===== config.mk =====
export PLATFORM = sky130hd
export DESIGN_NAME = dds_scope_top
export DESIGN_NICKNAME = d
export VERILOG_FILES = /design/src/logic/dds_pkg.sv /design/src/logic/waveform_source.sv /design/src/logic/display_decimator.sv /design/src/logic/keying_modulator.sv /design/src/logic/key_tracker.sv /design/src/logic/dds_scope_top.sv
export SDC_FILE = /design/constraint.sdc
export NUM_CORES = 1
export LEC_CHECK = 0
export BUFFER_PORTS_ARGS = -buffer_cell sky130_fd_sc_hd__buf_2
export CORE_MARGIN = 2
export CORE_UTILIZATION = 45
export CTS_CLUSTER_SIZE = 28
export DETAILED_ROUTE_END_ITERATION = 12
export SYNTH_ARGS = -nofsm -noshare
export SYNTH_HDL_FRONTEND = slang
export SYNTH_SLANG_ARGS = --single-unit

===== constraint.sdc =====
create_clock -name CLK_25MHZ -period 2.9 [get_ports CLK_25MHZ]
set_input_delay 0.145 -clock CLK_25MHZ [delete_from_list [all_inputs] [get_ports CLK_25MHZ]]
set_output_delay 0.145 -clock CLK_25MHZ [all_outputs]
set_load 0.005 [all_outputs]

===== src/logic/dds_pkg.sv =====
package dds_pkg;

   ////////////////////////////////
   // widths
   ////////////////////////////////
   localparam int PHASE_W  = 32;
   localparam int SAMPLE_W = 12;
   localparam int TRACE_W  = 8;
   localparam int LFSR_W   = 5;
   localparam int KEY_COUNT = 17;

   typedef logic signed [SAMPLE_W-1:0] sample_t;   // two's complement
   typedef logic [TRACE_W-1:0]         trace_t;    // offset binary
   typedef logic [LFSR_W-1:0]          lfsr_t;
   typedef logic [KEY_COUNT-1:0]       held_keys_t;

   typedef enum logic [1:0] {
      WAVE_SAW      = 2'd0,
      WAVE_SQUARE   = 2'd1,
      WAVE_TRIANGLE = 2'd2,
      WAVE_REV_SAW  = 2'd3
   } wave_sel_e;

   typedef enum logic [1:0] {
      MOD_ASK        = 2'd0,
      MOD_MARKER     = 2'd1,
      MOD_BPSK       = 2'd2,
      MOD_LFSR_LEVEL = 2'd3
   } mod_sel_e;

   localparam sample_t SAMPLE_MAX   = 12'h7FF;
   localparam sample_t SAMPLE_MIN   = 12'h800;
   localparam sample_t MARKER_LEVEL = 12'hAA0;   // flat line on the scope
   localparam lfsr_t   LFSR_SEED    = 5'b00001;

   // key order: 1..8, F1, F2, N, M, space, left, right, up, down (bit 0)
   localparam logic [KEY_COUNT-1:0][7:0] SCAN_MAKE_CODES = {
      8'h16, 8'h1E, 8'h26, 8'h25, 8'h2E, 8'h36, 8'h3D, 8'h3E,
      8'h05, 8'h06, 8'h31, 8'h3A, 8'h29, 8'h6B, 8'h74, 8'h75, 8'h72
   };
   // break event is the make code with bit 7 set
   localparam logic [KEY_COUNT-1:0][7:0] SCAN_BREAK_CODES = {
      8'h96, 8'h9E, 8'hA6, 8'hA5, 8'hAE, 8'hB6, 8'hBD, 8'hBE,
      8'h85, 8'h86, 8'hB1, 8'hBA, 8'hA9, 8'hEB, 8'hF4, 8'hF5, 8'hF2
   };

   // sign flip plus upper magnitude bits
   function automatic trace_t to_trace(sample_t s);
      return {~s[SAMPLE_W-1], s[SAMPLE_W-2:SAMPLE_W-TRACE_W]};
   endfunction

endpackage


===== src/logic/waveform_source.sv =====
`timescale 1ns/1ns

module waveform_source
   import dds_pkg::*;
#(
   parameter logic [PHASE_W-1:0] PHASE_INC = 32'h0000_0102,
   parameter int                 LFSR_DIV  = 25_000_000
)
(
   input  logic      CLK_25MHZ,
   input  logic      reset_from_key,
   input  wave_sel_e wave_select,
   output sample_t   wave,
   output lfsr_t     lfsr
);

   localparam int CNT_W = (LFSR_DIV > 1) ? $clog2(LFSR_DIV) : 1;

   logic [PHASE_W-1:0]  phase;
   logic [SAMPLE_W-1:0] phase_top;
   logic [SAMPLE_W-2:0] fold;
   sample_t             saw_wave;
   sample_t             squ_wave;
   sample_t             tri_wave;
   sample_t             rev_wave;
   sample_t             sel_wave;
   logic [CNT_W-1:0]    step_cnt;
   logic                lfsr_step;

   ////////////////////////////////
   // phase accumulator
   ////////////////////////////////
   always_ff @(posedge CLK_25MHZ)
   begin
      if (reset_from_key)
         phase <= '0;
      else
         phase <= phase + PHASE_INC;   // wraps freely
   end

   assign phase_top = phase[PHASE_W-1 -: SAMPLE_W];

   // second half of the cycle runs back down
   assign fold = phase_top[SAMPLE_W-1] ? ~phase_top[SAMPLE_W-2:0] : phase_top[SAMPLE_W-2:0];

   assign saw_wave = phase_top;
   assign squ_wave = phase_top[SAMPLE_W-1] ? SAMPLE_MIN : SAMPLE_MAX;
   assign tri_wave = {fold, 1'b0} ^ SAMPLE_MIN;   // recentre around zero
   assign rev_wave = ~saw_wave;

   always_comb
   begin
      case (wave_select)
         WAVE_SAW:      sel_wave = saw_wave;
         WAVE_SQUARE:   sel_wave = squ_wave;
         WAVE_TRIANGLE: sel_wave = tri_wave;
         default:       sel_wave = rev_wave;
      endcase
   end

   always_ff @(posedge CLK_25MHZ)
   begin
      if (reset_from_key)
         wave <= '0;
      else
         wave <= sel_wave;
   end

   ////////////////////////////////
   // lfsr, slow step
   ////////////////////////////////
   assign lfsr_step = (step_cnt == CNT_W'(LFSR_DIV - 1));

   always_ff @(posedge CLK_25MHZ)
   begin
      if (reset_from_key)
      begin
         step_cnt <= '0;
         lfsr     <= LFSR_SEED;
      end
      else if (lfsr_step)
      begin
         step_cnt <= '0;
         lfsr     <= {lfsr[LFSR_W-2:0], lfsr[4] ^ lfsr[2]};   // taps 4 and 2
      end
      else
         step_cnt <= step_cnt + 1'b1;
   end

endmodule


===== src/logic/display_decimator.sv =====
`timescale 1ns/1ns

module display_decimator
   import dds_pkg::*;
#(
   parameter int DISPLAY_DIV = 70_000
)
(
   input  logic    CLK_25MHZ,
   input  logic    reset_from_key,
   input  sample_t wave,
   input  lfsr_t   lfsr,
   output sample_t held_wave,
   output lfsr_t   held_lfsr,
   output logic    sample_strobe
);

   localparam int CNT_W = (DISPLAY_DIV > 1) ? $clog2(DISPLAY_DIV) : 1;

   logic [CNT_W-1:0] period_cnt;
   logic             period_end;

   assign period_end = (period_cnt == CNT_W'(DISPLAY_DIV - 1));

   ////////////////////////////////
   // display rate sampling
   ////////////////////////////////
   always_ff @(posedge CLK_25MHZ)
   begin
      if (reset_from_key)
      begin
         period_cnt    <= '0;
         sample_strobe <= 1'b0;
         held_wave     <= '0;
         held_lfsr     <= '0;
      end
      else
      begin
         sample_strobe <= period_end;   // one clock wide
         if (period_end)
         begin
            period_cnt <= '0;
            held_wave  <= wave;
            held_lfsr  <= lfsr;
         end
         else
            period_cnt <= period_cnt + 1'b1;
      end
   end

endmodule


===== src/logic/keying_modulator.sv =====
`timescale 1ns/1ns

module keying_modulator
   import dds_pkg::*;
(
   input  logic     CLK_25MHZ,
   input  logic     reset_from_key,
   input  mod_sel_e mod_select,
   input  sample_t  held_wave,
   input  lfsr_t    held_lfsr,
   input  logic     sample_strobe,
   output sample_t  modulated,
   output trace_t   signal_trace,
   output trace_t   modulated_trace,
   output logic     trace_strobe
);

   logic    key_bit;
   sample_t keyed;

   assign key_bit = held_lfsr[0];

   ////////////////////////////////
   // keying select
   ////////////////////////////////
   always_comb
   begin
      case (mod_select)
         MOD_ASK:    keyed = key_bit ? held_wave : '0;
         MOD_MARKER: keyed = MARKER_LEVEL;
         MOD_BPSK:   keyed = key_bit ? -held_wave : held_wave;   // phase flip
         default:    keyed = key_bit ? SAMPLE_MIN : '0;          // raw lfsr level
      endcase
   end

   // outputs move only on the clock after a display sample
   always_ff @(posedge CLK_25MHZ)
   begin
      if (reset_from_key)
      begin
         trace_strobe    <= 1'b0;
         modulated       <= '0;
         signal_trace    <= '0;
         modulated_trace <= '0;
      end
      else
      begin
         trace_strobe <= sample_strobe;
         if (sample_strobe)
         begin
            modulated       <= keyed;
            signal_trace    <= to_trace(held_wave);
            modulated_trace <= to_trace(keyed);
         end
      end
   end

endmodule


===== src/logic/key_tracker.sv =====
`timescale 1ns/1ns

module key_tracker
   import dds_pkg::*;
(
   input  logic       CLK_25MHZ,
   input  logic       reset_from_key,
   input  logic       event_ready,
   input  logic [7:0] event_code,
   output held_keys_t held_keys
);

   held_keys_t make_hit;
   held_keys_t break_hit;

   ////////////////////////////////
   // table match per key
   ////////////////////////////////
   always_comb
   begin
      for (int k = 0; k < KEY_COUNT; k++)
      begin
         make_hit[k]  = (event_code == SCAN_MAKE_CODES[k]);
         break_hit[k] = (event_code == SCAN_BREAK_CODES[k]);
      end
   end

   always_ff @(posedge CLK_25MHZ)
   begin
      if (reset_from_key)
         held_keys <= '0;
      else if (event_ready)
      begin
         for (int k = 0; k < KEY_COUNT; k++)
         begin
            if (make_hit[k])
               held_keys[k] <= 1'b1;
            else if (break_hit[k])
               held_keys[k] <= 1'b0;
            // unknown codes fall through, level kept
         end
      end
   end

endmodule


===== src/logic/dds_scope_top.sv =====
`timescale 1ns/1ns

module dds_scope_top
   import dds_pkg::*;
#(
   parameter logic [PHASE_W-1:0] PHASE_INC   = 32'h0000_0102,
   parameter int                 LFSR_DIV    = 25_000_000,
   parameter int                 DISPLAY_DIV = 70_000
)
(
   input  logic       CLK_25MHZ,
   input  logic       reset_from_key,
   input  wave_sel_e  wave_select,
   input  mod_sel_e   mod_select,
   input  logic       event_ready,
   input  logic [7:0] event_code,
   output held_keys_t held_keys,
   output sample_t    held_signal,
   output lfsr_t      held_lfsr,
   output sample_t    modulated,
   output trace_t     signal_trace,
   output trace_t     modulated_trace,
   output logic       trace_strobe
);

   sample_t wave;            // full rate
   lfsr_t   lfsr;
   logic    sample_strobe;   // display rate

   ////////////////////////////////
   // signal chain
   ////////////////////////////////
   waveform_source #(
      .PHASE_INC (PHASE_INC),
      .LFSR_DIV  (LFSR_DIV)
   ) u_source (
      .CLK_25MHZ      (CLK_25MHZ),
      .reset_from_key (reset_from_key),
      .wave_select    (wave_select),
      .wave           (wave),
      .lfsr           (lfsr)
   );

   display_decimator #(
      .DISPLAY_DIV (DISPLAY_DIV)
   ) u_decimator (
      .CLK_25MHZ      (CLK_25MHZ),
      .reset_from_key (reset_from_key),
      .wave           (wave),
      .lfsr           (lfsr),
      .held_wave      (held_signal),
      .held_lfsr      (held_lfsr),
      .sample_strobe  (sample_strobe)
   );

   keying_modulator u_modulator (
      .CLK_25MHZ       (CLK_25MHZ),
      .reset_from_key  (reset_from_key),
      .mod_select      (mod_select),
      .held_wave       (held_signal),
      .held_lfsr       (held_lfsr),
      .sample_strobe   (sample_strobe),
      .modulated       (modulated),
      .signal_trace    (signal_trace),
      .modulated_trace (modulated_trace),
      .trace_strobe    (trace_strobe)
   );

   ////////////////////////////////
   // keyboard levels
   ////////////////////////////////
   key_tracker u_keys (
      .CLK_25MHZ      (CLK_25MHZ),
      .reset_from_key (reset_from_key),
      .event_ready    (event_ready),
      .event_code     (event_code),
      .held_keys      (held_keys)
   );

endmodule


==> results.cfg <==
[sta]
rsz0062_at_grt = false
tns_ns = 0
max_freq_mhz = 440
finalHoldViolCount = 0
setup_viol = 0
worstMarginPinSlew_ns = 1.06
skew_ns = 0.00795
layout_min_cycle_time_ns = 2.27
holdWs_ns = 0.105
maxSlewViolCount = 0
max_slew_margin = 0.285
post-route-period-util = 0.784
setup_ws_ns = 0.625

[yosys]
syn_nets = 837
synth_edf_count = 0
synth.cell_area_um2 = 7010
avgSynthCellArea_um2 = 8.57
ys.flop_type = dfxtp_1
async_reset_ff_frac = 0
ys_seq_elements = 147
synth.distinct_cells = 62
synth_cells = 818
synth_top_area_share = 0.420
seq_area_frac_synth = 0.420
synth_top_cell_by_area = dfxtp_1
synth_area_leaders = dfxtp_1, mux2i_1, nor2_1
ys_warn_count = 0

[power]
p_switching_mw = 0.955
seq_power_share = 0.440
p_sw_frac = 0.204
clock_power_share = 0.527
p_leak_nw = 3.18
comb_power_share = 0.033
ir_drop_mv = 0.411
power_mw = 4.68
p_int_mw = 3.72
pwr_density_cell_nw_per_um2 = 580

[critical_path]
reg2reg_from = u_source.step_cnt[15]
crit_path_end_kind = flip-flop
worstRegToRegCells = 4
arrival_ns = 2.55
cp_max_fo = 23
r2r_slack_ns = 0.63
cp_slowest_cell = or4_4
r2r_end = u_source.step_cnt[9]
cp-start-kind = flip-flop
critical_path_class = flip-flop to flip-flop
worstPathRequired_ns = 3.17
cpPeakStageDelay_ns = 0.59
path_cells = or4_1, or4_4, o21ai_4, nor2_1

[layout]
fin_util = 0.531
drive_gt1_frac = 0.158
multi_input_area_um2 = 3680
fill_cells = 1430
nets = 874
synthToLayoutAreaGrowth_pct = 15.1
fin_cells = 1057
ff_latch_area_um2 = 2940
final_area_um2 = 8070

[drt]
drtAntennaViolNets = 0
vias = 5896
wl_per_cell_um = 14.6
top_layer = met5
drc = 0
drtPass1Iterations = 5
wl_met3_um = 661
drt-total-wl_mm = 15.5
wl_met1_mm = 7.52
met2_length_mm = 7.12
drt_iter0_drc = 448
vias_per_cell = 5.58

[global_route]
grt_use_total = 0.191
grt_antenna_before_repair = 2
grt_max_degree = 81
grt_pass1_wl_mm = 25.9
overflow = 0
grt_pass1_vias = 5459

[job]
cap_violations = 0

[floorplan]
io_pins = 78
dieArea_um2 = 16600
coreArea_um2 = 15200
rows = 45
start_util = 0.461
die_h_um = 129
die_w_um = 129

[placement]
placed_area_um2 = 7390
gp_congestion = 0.838
portBuffers = 77
dp_hpwl_mm = 10.6
dpl.cell_count = 1023
pre_cts_slack_ns = 0.636

[clock_network]
clock-root-buffer = clkbuf_16
cts_max_path_buffers = 2
htreeDepth = 4
tritoncts = done
cts_num_sinks = 147
clock_latency_ns = 0.41
cts_buffers = 17
clk_pin_slew_worst_paths_ns = 0.06

[run_status]
status = finished, final reports clean

[min_path]
hold_depth = 4
hold_class = input port to flip-flop
hold_end = u_keys.held_keys[2]
min_from = event_code[0]
==> power groups by stage <==
stage / clock (mW) / combinational [mW] / sequential [mW]
global placement: 0 / 0.147 / 2.10
floorplan: 0 / 0.111 / 2.10
CTS: 2.52 / 0.153 / 2.06
global route: 2.61 / 0.173 / 2.06
detailed placement: 0 / 0.151 / 2.10
finish: 2.47 / 0.152 / 2.06
==> state kept, by name, indices dropped and copies added (netlist names), 5 cells and up <==
register,cells
u_source.phase,31
u_source.step_cnt,25
u_decimator.period_cnt,17
u_keys.held_keys,17
u_decimator.held_wave,12
u_source.wave,12
u_modulator.modulated_trace,8
u_modulator.signal_trace,8
u_decimator.held_lfsr,5
u_modulator.modulated,5
u_source.lfsr,5
==> cell usage in the layout, fill, tap and decap left out, types with 7 or more instances in the layout <==
master	instances
nand2b_1	7
buf_2	76
a21oi_1	52
nor2_1	103
o21ai_0	33
nand4_1	23
inv_1	24
nor3_1	11
nor2b_1	16
mux2i_1	44
o211ai_1	11
o31ai_1	12
and3_1	9
mux2_2	8
or3_1	13
xor2_1	25
clkbuf_16	17
and4_1	9
or4_1	15
dfxtp_1	147
xnor2_1	20
nand3_1	27
nand2_1	51
buf_4	8
nor4_1	16
==> worst max-delay path, delay by kind of cell (launching register included) <==
family | cells | cell delay [ns]
and+or+nand+nor | 3 | 1.24
AOI/OAI and AO/OA | 1 | 0.53
DFF | 1 | 0.37
==> synth_stat cells (all sizes together), types with 2 or more instances <==
cell type / n
a211o: 3
a211oi: 5
a21oi: 53
a22oi: 2
a311oi: 4
a31o: 3
a31oi: 6
and2: 3
and3: 9
and4: 9
buf: 18
clkbuf: 49
dfxtp: 147
ha: 4
inv: 24
mux2: 8
mux2i: 44
nand2: 51
nand2b: 7
nand3: 27
nand4: 24
nand4b: 4
nor2: 104
nor2b: 16
nor3: 11
nor3b: 5
nor4: 16
nor4b: 3
nor4bb: 6
o211ai: 11
o21ai: 34
o31ai: 12
o32ai: 2
or2: 2
or3: 14
or4: 18
or4b: 2
xnor2: 20
xor2: 25
==> layout make-up <==
cell class	count	share of cell area
multi-input combinational	580	0.456
sequential	147	0.364
timing repair buffer	85	0.0558
clock buffer	19	0.0549
tap	188	0.0291
clock inverter	13	0.0284
inverter	24	0.0112
antenna	1	0.000310
==> logic make-up after synthesis <==
logic type      count (synthesis)  synth area share
fa+ha+maj                       4           0.00714
simple gates                  334             0.257
flops                         147             0.420
compound gates                145             0.129
buf+inv                        91            0.0557
xor+xnor                       45            0.0562
mux                            52            0.0756
==> metal layers <==
metal / global-route usage / up-vias
li1: - / 2984
met1: 0.251 / 2770
met2: 0.311 / 126
met3: 0.0511 / 14
met4: 0.0524 / 2
met5: 0 / -
==> repair_timing <==
item | CTS | global route
resized for setup | 0 | 0
endpoints found under the hold margin | 3 | 0
buffers inserted | 0 | 0
hold buffers | 1 | 0
==> worst max-delay path by stage <==
stage                              from                             end  slack (ns)
6_report          u_source.step_cnt[15]            u_source.step_cnt[9]        0.63
5_1_grt           u_source.step_cnt[15]           u_source.step_cnt[14]        0.53
4_1_cts           u_source.step_cnt[15]            u_source.step_cnt[9]        0.62
3_5_place_dp      u_source.step_cnt[15]            u_source.step_cnt[9]        0.64
3_3_place_gp      u_source.step_cnt[15]           u_source.step_cnt[13]        0.69
2_1_floorplan  u_decimator.held_wave[0]  u_modulator.modulated_trace[6]        0.96
Note: power is estimated with default switching activity, not from simulation.
